--- config.mk ---
export PLATFORM = sky130hd
export DESIGN_NAME = atom_core
export DESIGN_NICKNAME = d
export VERILOG_FILES = /design/src/atom_io_pkg.sv /design/src/atom_bus_pkg.sv /design/src/atom_core.sv /design/src/atom_mem_map.sv /design/src/pia_8255.sv /design/src/cas_tone_gen.sv /design/src/clken_gen.sv
export SDC_FILE = /design/constraint.sdc
export NUM_CORES = 1
export LEC_CHECK = 0
export ABC_AREA = 1
export BUFFER_PORTS_ARGS = -buffer_cell sky130_fd_sc_hd__buf_2
export CAP_MARGIN = 20
export CORE_ASPECT_RATIO = 0.5
export CORE_MARGIN = 8
export CORE_UTILIZATION = 43
export CTS_BUF_LIST = sky130_fd_sc_hd__clkbuf_4
export DETAILED_ROUTE_END_ITERATION = 8
export GPL_TIMING_DRIVEN = 0
export PLACE_DENSITY = 0.72
export SLEW_MARGIN = 0
export SYNTH_ARGS = -nofsm -noshare
export SYNTH_HDL_FRONTEND = slang
export SYNTH_SLANG_ARGS = --single-unit
--- constraint.sdc ---
create_clock -name clk64 -period 2.7 [get_ports clk64]
set_input_delay 0.135 -clock clk64 [delete_from_list [all_inputs] [get_ports clk64]]
set_output_delay 0.135 -clock clk64 [all_outputs]
set_load 0.005 [all_outputs]
--- src/atom_io_pkg.sv ---
// PIA register codes and keyboard/status inputs; all keyboard lines are active low from outside
`default_nettype none

package atom_io_pkg;

   // ======================================================================
   // 8255 register select, from address bits 1:0
   // ======================================================================

   typedef enum logic [1:0] {
      PIA_PA   = 2'd0,
      PIA_PB   = 2'd1,
      PIA_PC   = 2'd2,
      PIA_CTRL = 2'd3
   } pia_reg_e;

   // ======================================================================
   // Inputs seen on ports B and C
   // ======================================================================

   // Keyboard matrix column data for the row on PA[3:0]
   // Modifier and repeat keys
   // Field sync from the video side
   typedef struct packed {
      logic [5:0] keyout;
      logic       shift_n;
      logic       ctrl_n;
      logic       rept_n;
      logic       fs_n;
   } atom_kbd_in_t;

endpackage

`default_nettype wire

--- src/atom_bus_pkg.sv ---
// CPU bus types and Atom memory map; decode assumes a 64 KB 6502 space and 256 KB external RAM
`default_nettype none

package atom_bus_pkg;

   // ======================================================================
   // Address map
   // ======================================================================

   // ROM bank latch, one byte at the top of the B page
   localparam logic [15:0] ROM_LATCH_ADDR = 16'hBFFF;

   // 8255 PIA, 16 bytes at B000
   localparam logic [11:0] PIA_PAGE = 12'hB00;

   // Regions with no device behind them, read back as zero
   localparam logic [11:0] NULL_PAGE_B40 = 12'hB40;
   localparam logic [11:0] NULL_PAGE_B80 = 12'hB80;
   localparam logic [11:0] NULL_PAGE_BC0 = 12'hBC0;
   localparam logic [7:0]  NULL_BLOCK_BD = 8'hBD;

   // Banked 4 KB window at A000
   localparam logic [3:0]  BANK_NIBBLE = 4'hA;

   // ======================================================================
   // Bus types
   // ======================================================================

   // Request from the CPU, held stable between enables
   typedef struct packed {
      logic [15:0] addr;
      logic [7:0]  wdata;
      logic        rnw;
   } atom_bus_req_t;

   // Decoded target of the current address
   typedef enum logic [2:0] {
      REG_RAM   = 3'd0,
      REG_PIA   = 3'd1,
      REG_NULL  = 3'd2,
      REG_LATCH = 3'd3,
      REG_ROM   = 3'd4
   } atom_region_e;

   // Request to the external 16-bit RAM
   // Write byte appears on both lanes
   typedef struct packed {
      logic [17:0] addr;
      logic        we;
      logic        oe;
      logic [15:0] wdata;
   } atom_ram_req_t;

endpackage

`default_nettype wire
--- src/atom_core.sv ---
// Atom system-control core; the CPU, keyboard and RAM device sit outside and follow cpu_clken
`default_nettype none
`timescale 1ns/1ns

module atom_core
   import atom_bus_pkg::*;
   import atom_io_pkg::*;
#(
   parameter int CLKDIV_BITS = 7,
   parameter int CAS_DIV     = 208
) (
   input  wire logic          clk64,
   input  wire logic          reset,
   input  wire atom_bus_req_t bus,
   input  wire atom_kbd_in_t  kbd,
   input  wire logic          cas_in,
   input  wire logic [15:0]   ram_rdata,
   output logic               cpu_clken,
   output logic [7:0]         cpu_din,
   output atom_ram_req_t      ram_req,
   output logic [7:0]         pia_pa,
   output logic               cas_out
);

   // ======================================================================
   // Internal nets
   // ======================================================================

   logic [7:0] pia_dout;
   logic [3:0] pc_low;
   logic       cas_tone;
   logic       pia_sel;

   // CPU cycle timing
   clken_gen #(
      .CLKDIV_BITS(CLKDIV_BITS)
   ) clken_gen_i (
      .clk64    (clk64),
      .reset    (reset),
      .cpu_clken(cpu_clken)
   );

   // Cassette output tone
   cas_tone_gen #(
      .CAS_DIV(CAS_DIV)
   ) cas_tone_gen_i (
      .clk64    (clk64),
      .reset    (reset),
      .cpu_clken(cpu_clken),
      .pc_low   (pc_low),
      .cas_tone (cas_tone),
      .cas_out  (cas_out)
   );

   // Keyboard and cassette port
   pia_8255 pia_8255_i (
      .clk64    (clk64),
      .reset    (reset),
      .cpu_clken(cpu_clken),
      .bus      (bus),
      .pia_sel  (pia_sel),
      .kbd      (kbd),
      .cas_in   (cas_in),
      .cas_tone (cas_tone),
      .pia_dout (pia_dout),
      .pia_pa   (pia_pa),
      .pc_low   (pc_low)
   );

   // Decode, banking and read path
   atom_mem_map atom_mem_map_i (
      .clk64    (clk64),
      .reset    (reset),
      .cpu_clken(cpu_clken),
      .bus      (bus),
      .pia_dout (pia_dout),
      .ram_rdata(ram_rdata),
      .pia_sel  (pia_sel),
      .ram_req  (ram_req),
      .cpu_din  (cpu_din)
   );

endmodule

`default_nettype wire

--- src/atom_mem_map.sv ---
// Atom address decode and read mux; external RAM accesses are only valid between CPU enables
`default_nettype none
`timescale 1ns/1ns

module atom_mem_map
   import atom_bus_pkg::*;
(
   input  wire logic          clk64,
   input  wire logic          reset,
   input  wire logic          cpu_clken,
   input  wire atom_bus_req_t bus,
   input  wire logic [7:0]    pia_dout,
   input  wire logic [15:0]   ram_rdata,
   output logic               pia_sel,
   output atom_ram_req_t      ram_req,
   output logic [7:0]         cpu_din
);

   atom_region_e region;
   logic [7:0]   rom_latch;
   logic         bank_sel;

   // Axxx window, RAM or ROM depending on the latch
   assign bank_sel = (bus.addr[15:12] == BANK_NIBBLE);

   // ======================================================================
   // Region decode
   // ======================================================================

   always_comb
   begin
      region = REG_RAM;
      if (bus.addr == ROM_LATCH_ADDR)
         region = REG_LATCH;
      else if (bus.addr[15:4] == PIA_PAGE)
         region = REG_PIA;
      // Unfitted peripherals
      else if ((bus.addr[15:4] == NULL_PAGE_B40) || (bus.addr[15:4] == NULL_PAGE_B80) ||
               (bus.addr[15:4] == NULL_PAGE_BC0) || (bus.addr[15:8] == NULL_BLOCK_BD))
         region = REG_NULL;
      // C000-FFFF always ROM, Axxx unless bank 7 is selected
      else if ((bus.addr[15:14] == 2'b11) || (bank_sel && (rom_latch[2:0] != 3'b111)))
         region = REG_ROM;
   end

   assign pia_sel = (region == REG_PIA);

   // ======================================================================
   // ROM bank latch at BFFF
   // ======================================================================

   always_ff @(posedge clk64 or posedge reset)
   begin
      if (reset)
         rom_latch <= 8'h00;
      else if (cpu_clken && (region == REG_LATCH) && !bus.rnw)
         rom_latch <= bus.wdata;
   end

   // ======================================================================
   // External RAM request
   // ======================================================================

   // Axxx maps to one of eight 4 KB banks above 64 KB
   assign ram_req.addr  = bank_sel ? {3'b010, rom_latch[2:0], bus.addr[11:0]} :
                                     {2'b00, bus.addr};
   // Strobes idle in the enable cycle, when the CPU moves on
   // ROM regions are write protected
   // Nothing reaches the RAM while the system is held in reset
   assign ram_req.we    = ~reset & ~cpu_clken & ~bus.rnw & (region != REG_ROM);
   assign ram_req.oe    = ~reset & ~cpu_clken & bus.rnw;
   // Byte lane picked by the RAM from addr bit 0
   assign ram_req.wdata = {bus.wdata, bus.wdata};

   // ======================================================================
   // CPU read data
   // ======================================================================

   always_comb
   begin
      case (region)
         REG_PIA:
            cpu_din = pia_dout;
         REG_NULL:
            cpu_din = 8'h00;
         REG_LATCH:
            cpu_din = rom_latch;
         default:
            cpu_din = bus.addr[0] ? ram_rdata[15:8] : ram_rdata[7:0];
      endcase
   end

   // Bank changes only follow a CPU write to BFFF
   a_latch_write : assert property (@(posedge clk64) disable iff (reset)
      $changed(rom_latch) |-> $past(cpu_clken && !bus.rnw && (bus.addr == ROM_LATCH_ADDR)))
      else $error("ROM latch changed without a write to BFFF");

endmodule

`default_nettype wire

--- src/pia_8255.sv ---
// Fixed-direction 8255: PA out, PB in, PC low out and PC high in; control word mode set is ignored
`default_nettype none
`timescale 1ns/1ns

module pia_8255
   import atom_bus_pkg::*;
   import atom_io_pkg::*;
(
   input  wire logic          clk64,
   input  wire logic          reset,
   input  wire logic          cpu_clken,
   input  wire atom_bus_req_t bus,
   input  wire logic          pia_sel,
   input  wire atom_kbd_in_t  kbd,
   input  wire logic          cas_in,
   input  wire logic          cas_tone,
   output logic [7:0]         pia_dout,
   output logic [7:0]         pia_pa,
   output logic [3:0]         pc_low
);

   // Output latches
   logic [7:0] pa_r;
   logic [3:0] pc_r;

   // Register addressed by the CPU
   pia_reg_e   reg_sel;
   logic       wr_en;

   assign reg_sel = pia_reg_e'(bus.addr[1:0]);
   assign wr_en   = cpu_clken & pia_sel & ~bus.rnw;

   // ======================================================================
   // Register writes
   // ======================================================================

   always_ff @(posedge clk64 or posedge reset)
   begin
      if (reset)
      begin
         pa_r <= 8'h00;
         pc_r <= 4'h0;
      end
      else if (wr_en)
      begin
         case (reg_sel)
            PIA_PA:
               pa_r <= bus.wdata;
            PIA_PC:
               pc_r <= bus.wdata[3:0];
            PIA_CTRL:
               // Bit set/reset form only
               if (!bus.wdata[7])
                  pc_r[bus.wdata[2:1]] <= bus.wdata[0];
            default:
               ;
         endcase
      end
   end

   // ======================================================================
   // Read mux
   // ======================================================================

   always_comb
   begin
      case (reg_sel)
         PIA_PA:
            pia_dout = pa_r;
         PIA_PB:
            pia_dout = {kbd.shift_n, kbd.ctrl_n, kbd.keyout};
         PIA_PC:
            // Upper nibble is live status
            pia_dout = {kbd.fs_n, kbd.rept_n, cas_in, cas_tone, pc_r};
         default:
            pia_dout = 8'h00;
      endcase
   end

   assign pia_pa = pa_r;
   assign pc_low = pc_r;

   // Latches only move on the edge that closes a CPU cycle
   a_pia_write_timing : assert property (@(posedge clk64) disable iff (reset)
      $changed({pa_r, pc_r}) |-> $past(cpu_clken))
      else $error("PIA register changed outside a CPU enable");

endmodule

`default_nettype wire

--- src/cas_tone_gen.sv ---
// Cassette tone toggles every CAS_DIV CPU enables; pc_low bits 3:2 do not reach the gating
`default_nettype none
`timescale 1ns/1ns

module cas_tone_gen #(
   parameter int CAS_DIV = 208
) (
   input  wire logic       clk64,
   input  wire logic       reset,
   input  wire logic       cpu_clken,
   input  wire logic [3:0] pc_low,
   output logic            cas_tone,
   output logic            cas_out
);

   localparam int CNT_W = (CAS_DIV > 1) ? $clog2(CAS_DIV) : 1;

   // Enable count within one half period
   logic [CNT_W-1:0] tone_cnt;

   // ======================================================================
   // Tone divider
   // ======================================================================

   always_ff @(posedge clk64 or posedge reset)
   begin
      if (reset)
      begin
         tone_cnt <= '0;
         cas_tone <= 1'b0;
      end
      else if (cpu_clken)
      begin
         // Last enable of the half period
         if (tone_cnt == CNT_W'(CAS_DIV - 1))
         begin
            tone_cnt <= '0;
            cas_tone <= ~cas_tone;
         end
         else
            tone_cnt <= tone_cnt + CNT_W'(1);
      end
   end

   // ======================================================================
   // Output gating
   // ======================================================================

   // PC0 low forces the line high
   // PC1 high lets the inverted tone through
   assign cas_out = ~pc_low[0] | (pc_low[1] & ~cas_tone);

endmodule

`default_nettype wire

--- src/clken_gen.sv ---
// CPU enable every 2**CLKDIV_BITS cycles of clk64; first pulse one cycle after reset falls
`default_nettype none
`timescale 1ns/1ns

module clken_gen #(
   parameter int CLKDIV_BITS = 7
) (
   input  wire logic clk64,
   input  wire logic reset,
   output logic      cpu_clken
);

   // Free-running divider
   logic [CLKDIV_BITS-1:0] div_cnt;

   always_ff @(posedge clk64 or posedge reset)
   begin
      if (reset)
      begin
         div_cnt   <= '0;
         cpu_clken <= 1'b0;
      end
      else
      begin
         div_cnt   <= div_cnt + CLKDIV_BITS'(1);
         // Registered so the enable is glitch free
         cpu_clken <= (div_cnt == '0);
      end
   end

   // Enable is a single-cycle pulse
   a_clken_single : assert property (@(posedge clk64) disable iff (reset)
      cpu_clken |=> !cpu_clken)
      else $error("cpu_clken high on two adjacent cycles");

endmodule

`default_nettype wire

=== After elaboration in Yosys (flattened, before gate mapping) ===
Cells that the tools add are included.

* Register bits after elaboration: 37
* Output and inout port bits: 54

* $add $sub $neg: 2
* $lt $le $gt $ge: 2
* Equality and inequality tests: 18
* Mux-type cells: 14
* Bitwise gates (word level): 13
* Reduce and logical (&&, ||, !) cells: 15

{| class="wikitable"
|+ Operators by type and width
! kind !! number
|-
| 12-bit == test (second input constant) || 4
|-
| 8-bit one-hot mux with 3 select lines || 2
|-
| 17-bit two-way mux || 1
|-
| 16-bit == test (second input constant) || 1
|-
| 8-bit == test (second input constant) || 2
|-
| 8-bit two-way mux || 2
|-
| 3-bit two-way mux || 4
|-
| 8-bit by 1-bit adder with 8-bit output (second input constant) || 1
|-
| 4-bit one-hot mux with 2 select lines || 1
|-
| 7-bit by 1-bit adder with 7-bit output (second input constant) || 1
|-
| 1-bit AND || 7
|-
| 7-bit logical NOT || 1
|-
| 2-bit == test (second input constant) || 3
|-
| 3-bit by 2-bit == test with 1-bit output (second input constant) || 2
|-
| 3-bit inequality test (second input constant) || 2
|-
| 1-bit inverter || 5
|-
| 4-bit bitwise mux || 1
|-
| 4-bit == test (second input constant) || 1
|-
| 1-bit logical AND || 4
|-
| 1-bit logical OR || 4
|-
| 4-bit two-way mux || 1
|-
| 2-bit AND reduction || 2
|-
| 3-bit by 1-bit == test with 1-bit output (second input constant) || 1
|-
| 2-bit by 3-bit < comparator with 1-bit output (second input constant) || 1
|-
| other kinds (10) || 10
|}

=== Depth between registers and ports, before layout ===
* Word-level depth: 11
* Depth in mapped cells: 10
* Gate-level depth less buffers: 10

=== Modules after synthesis ===
From an unflattened synthesis, not the netlist that was laid out.

* Cells, all modules: 422
* Area total of the unflattened synthesis: 2915.3 sq um

{| class="wikitable"
|+ By module, submodules not included
! module !! instances !! cells an instance !! area each (sq um) !! sequential area each (sq um)
|-
| atom_mem_map || 1 || 197 || 1275.0 || 200.2
|-
| pia_8255 || 1 || 121 || 767.0 || 300.3
|-
| cas_tone_gen || 1 || 64 || 499.2 || 225.2
|-
| clken_gen || 1 || 40 || 374.1 || 200.2
|}

=== Worst setup path after synthesis ===
No wires, ideal clock.

* Path type: in2out
* Start: input reset
* End: output ram_req[17] (netlist bit)
* Data arrival time: 1.316 ns
* Data required time: 2.565 ns
* Setup slack: 1.249 ns
* Stages: 3
* Cells stage by stage: inv_1 > nand2_1 > nor3_1

{| class="wikitable"
|+ RTL lines
! what !! RTL line !! text
|-
| start: declaration || atom_core.sv:13 || <nowiki>input wire logic reset,</nowiki>
|-
| end: declaration || atom_core.sv:20 || <nowiki>output atom_ram_req_t ram_req,</nowiki>
|}

==> results.md <==
* Status: completed
* Antenna violations before repair at 0
* Share of cells above drive strength 1 at 36.1%
* First-pass GRT wire length at 11700 µm
* Synth top area cells: dfrtp_1 34%, nand2_1 16%, buf_4 8.6%
* Initial DRC Count at 196
* Cells after Synth at 386
* Register bit total from synthesis at 37
* Ys flop type: dfrtp_1
* Fin crit period at 1.97 ns
* # diodes at 0
* Pin count of the biggest net entering global routing at 39
* Core ar. at 0.00608 mm²
* Die height at 72.1 µm
* Clock Tree Root: clkbuf_4
* Pins Over Slew Limit at 0
* Most frequent cell after synthesis: nand2_1
* Max Cap Violations at 0
* Hold path cells at 3
* Register area at 926 µm²
* CTS tree: built
* Drt drc at 0
* Post-route ant nets at 0
* Fmax at 0.507 GHz
* H-tree depth at 2
* EDFF count, synth at 0
* FFs w/ async S/R, synth at 100%
* DR vias at 2700
* Synth cell types at 31
* CTS Hold Bufs at 1
* Cell area after synthesis at 0.00271 mm²
* Post-route clock skew at 0.00702 ns
* DP HPWL at 5820 µm
* Req. time, crit path at 2.57 ns
* Avg WL per Cell at 12.2 µm
* PD cells at 336 mW/mm²
* Port Buffers at 106
* Synth top cells by count: 119 x nand2_1, 47 x nor2_1, 42 x inv_1, 37 x dfrtp_1, 31 x buf_4
* R2r worst-path depth at 6
* Startpoint Class: primary input
* Final WL at 7200 µm
* Vias in the first global route at 2485
* Part of the Yosys area used for sequential elements at 34.2%
* CP Capture Type: output pin
* Final cell count without fillers at 589
* RSZ-0062 raised after global routing: no
* Synth area leader: dfrtp_1
* CTS max path bufs at 2
* CTS clk-pin slew, worst paths at 0.12 ns
* Setup TNS at 0 ns
* GPL Wtd Cong at 0.809
* Worst Path Arrival at 1.84 ns
* Worst-margin pin slew at 0.782 ns
* Placed Cells at 580
* Row count at 20
* Synthesis Warnings at 0
* CTS-repair resized insts at 0
* Total gr overflow at 0
* Final setup viols at 0
* Clock Sinks at 37
* Final hold vios at 0
* Relative slew margins at 47.8%
* Hold Crit Class: in2reg
* CP max FO at 38
* IO Count at 108
* Tcrit/Tclk final at 73.0%
* Post-layout util at 56.5%
* Leakage at 0.00198 µW
* Area delta synth->final at 26.9%
* Worst Setup Path Type: in2out
* Final #Nets at 557
* Total CTS buffers at 5
* Die ar. at 0.00925 mm²
* Multi-input gate area at 0.00136 mm²
* Top-area cell type share of the netlist area at 34.2%
* Die Wd at 128 µm
* Clk Latency, worst-skew pair at 0.35 ns
* Initial core utilization at 44.5%
* Tot GR Track Use at 15.6%
* Peak supply drop at 0.000242 V
* Initial DRT Pass Iterations at 4
* Fillcell total at 638
* DR vias/cell at 4.58
* Avg Cell Area, Syn at 7.01 µm²
* Syn_nets at 443
* Post-CTS Setup Repair Bufs at 0
==> routing by layer <==
layer	vias up	part of all wire [%]	GRT usage, %
li1	1415	-	-
met1	1217	45	19.5
met2	66	47	25.7
met3	2	7.8	4.53
met4	0	0.58	3.92
met5	-	0	0
==> worst paths after layout <==
path / endpoint / slack, ns / start
max in group asynchronous: cas_tone_gen_i.tone_cnt[2] / 1.73 / reset
worst max-delay path: ram_req[17] / 0.73 / reset
worst max register to register: pia_8255_i.pc_low[0] / 1.11 / clken_gen_i.cpu_clken
worst min register to register: clken_gen_i.cpu_clken / 0.45 / clken_gen_i.div_cnt[4]
min in group asynchronous: clken_gen_i.div_cnt[6] / 0.46 / reset
worst min-delay path: pia_8255_i.pia_pa[5] / 0.08 / bus[6]
==> final cells by class <==
cell class,count,share of cell area [%]
inverters,43,4.70
plain buffers,34,7.57
flip-flops and latches,37,26.9
repair buffers,107,15.7
clock buffers,5,1.09
multi-input cells,272,39.6
well taps,88,3.20
clock inverters,3,1.20
==> cells in the final DEF, fill, tap and decap left out, types with 2 or more instances in the layout <==
cell,n
nand2_2,4
nor2_1,47
inv_2,2
o21ai_0,8
o21ai_1,2
clkbuf_4,5
nor3_1,15
buf_2,107
inv_1,41
xor2_1,5
buf_4,31
nand2_1,119
buf_6,2
nand4_1,9
xnor2_1,4
o21ai_2,16
nor2_2,4
ha_1,3
nand3_1,17
dfrtp_1,37
a21oi_1,6
nor2_4,3
==> worst max-delay path: stages <==
cell	delay, ns
dlygate4sd3_1	0.53
buf_2	0.12
inv_2	0.56
nand2_1	0.15
nor3_1	0.19
buf_2	0.14
==> per-stage QoR <==
| stage | hold slack [ns] | power [µW] | instance area (µm²) | setup slack (ns) |
|---|---|---|---|---|
| floorplan | 0.286 | 680 | 2710 | 1.25 |
| global placement | 0.430 | 784 | 3350 | 0.727 |
| detailed placement | 0.337 | 786 | 3350 | 1.12 |
| CTS | 0.0646 | 1170 | 3440 | 0.661 |
| global route | 0.0697 | 1230 | 3440 | 0.458 |
| finish | 0.0804 | 1150 | 3440 | 0.728 |
==> where the power goes <==
group,internal (µW),total (µW),switching [µW]
registers,554,554,0.00948
clock network,192,382,190
logic,104,219,115
==> registers in the layout, summed over array words and instances (netlist names) <==
| signal | cells |
|---|---|
| clken_gen_i.div_cnt | 7 |
| cas_tone_gen_i.tone_cnt | 8 |
| clken_gen_i.cpu_clken | 1 |
| atom_mem_map_i.rom_latch | 8 |
| pia_8255_i.pia_pa | 8 |
| cas_tone_gen_i.cas_tone | 1 |
| pia_8255_i.pc_low | 4 |
==> cell families after synthesis <==
| group | Yosys count | share of synthesized area, % |
|---|---|---|
| adders and majority gates | 3 | 1.39 |
| and+or+nand+nor | 224 | 36.9 |
| other | 1 | 0.138 |
| DFF | 37 | 34.2 |
| AOI/OAI and AO/OA | 35 | 8.92 |
| buffers and inverters | 77 | 15.6 |
| xor gates and xnor gates | 9 | 2.91 |
No activity file was read; power rests on OpenSTA's default activity.
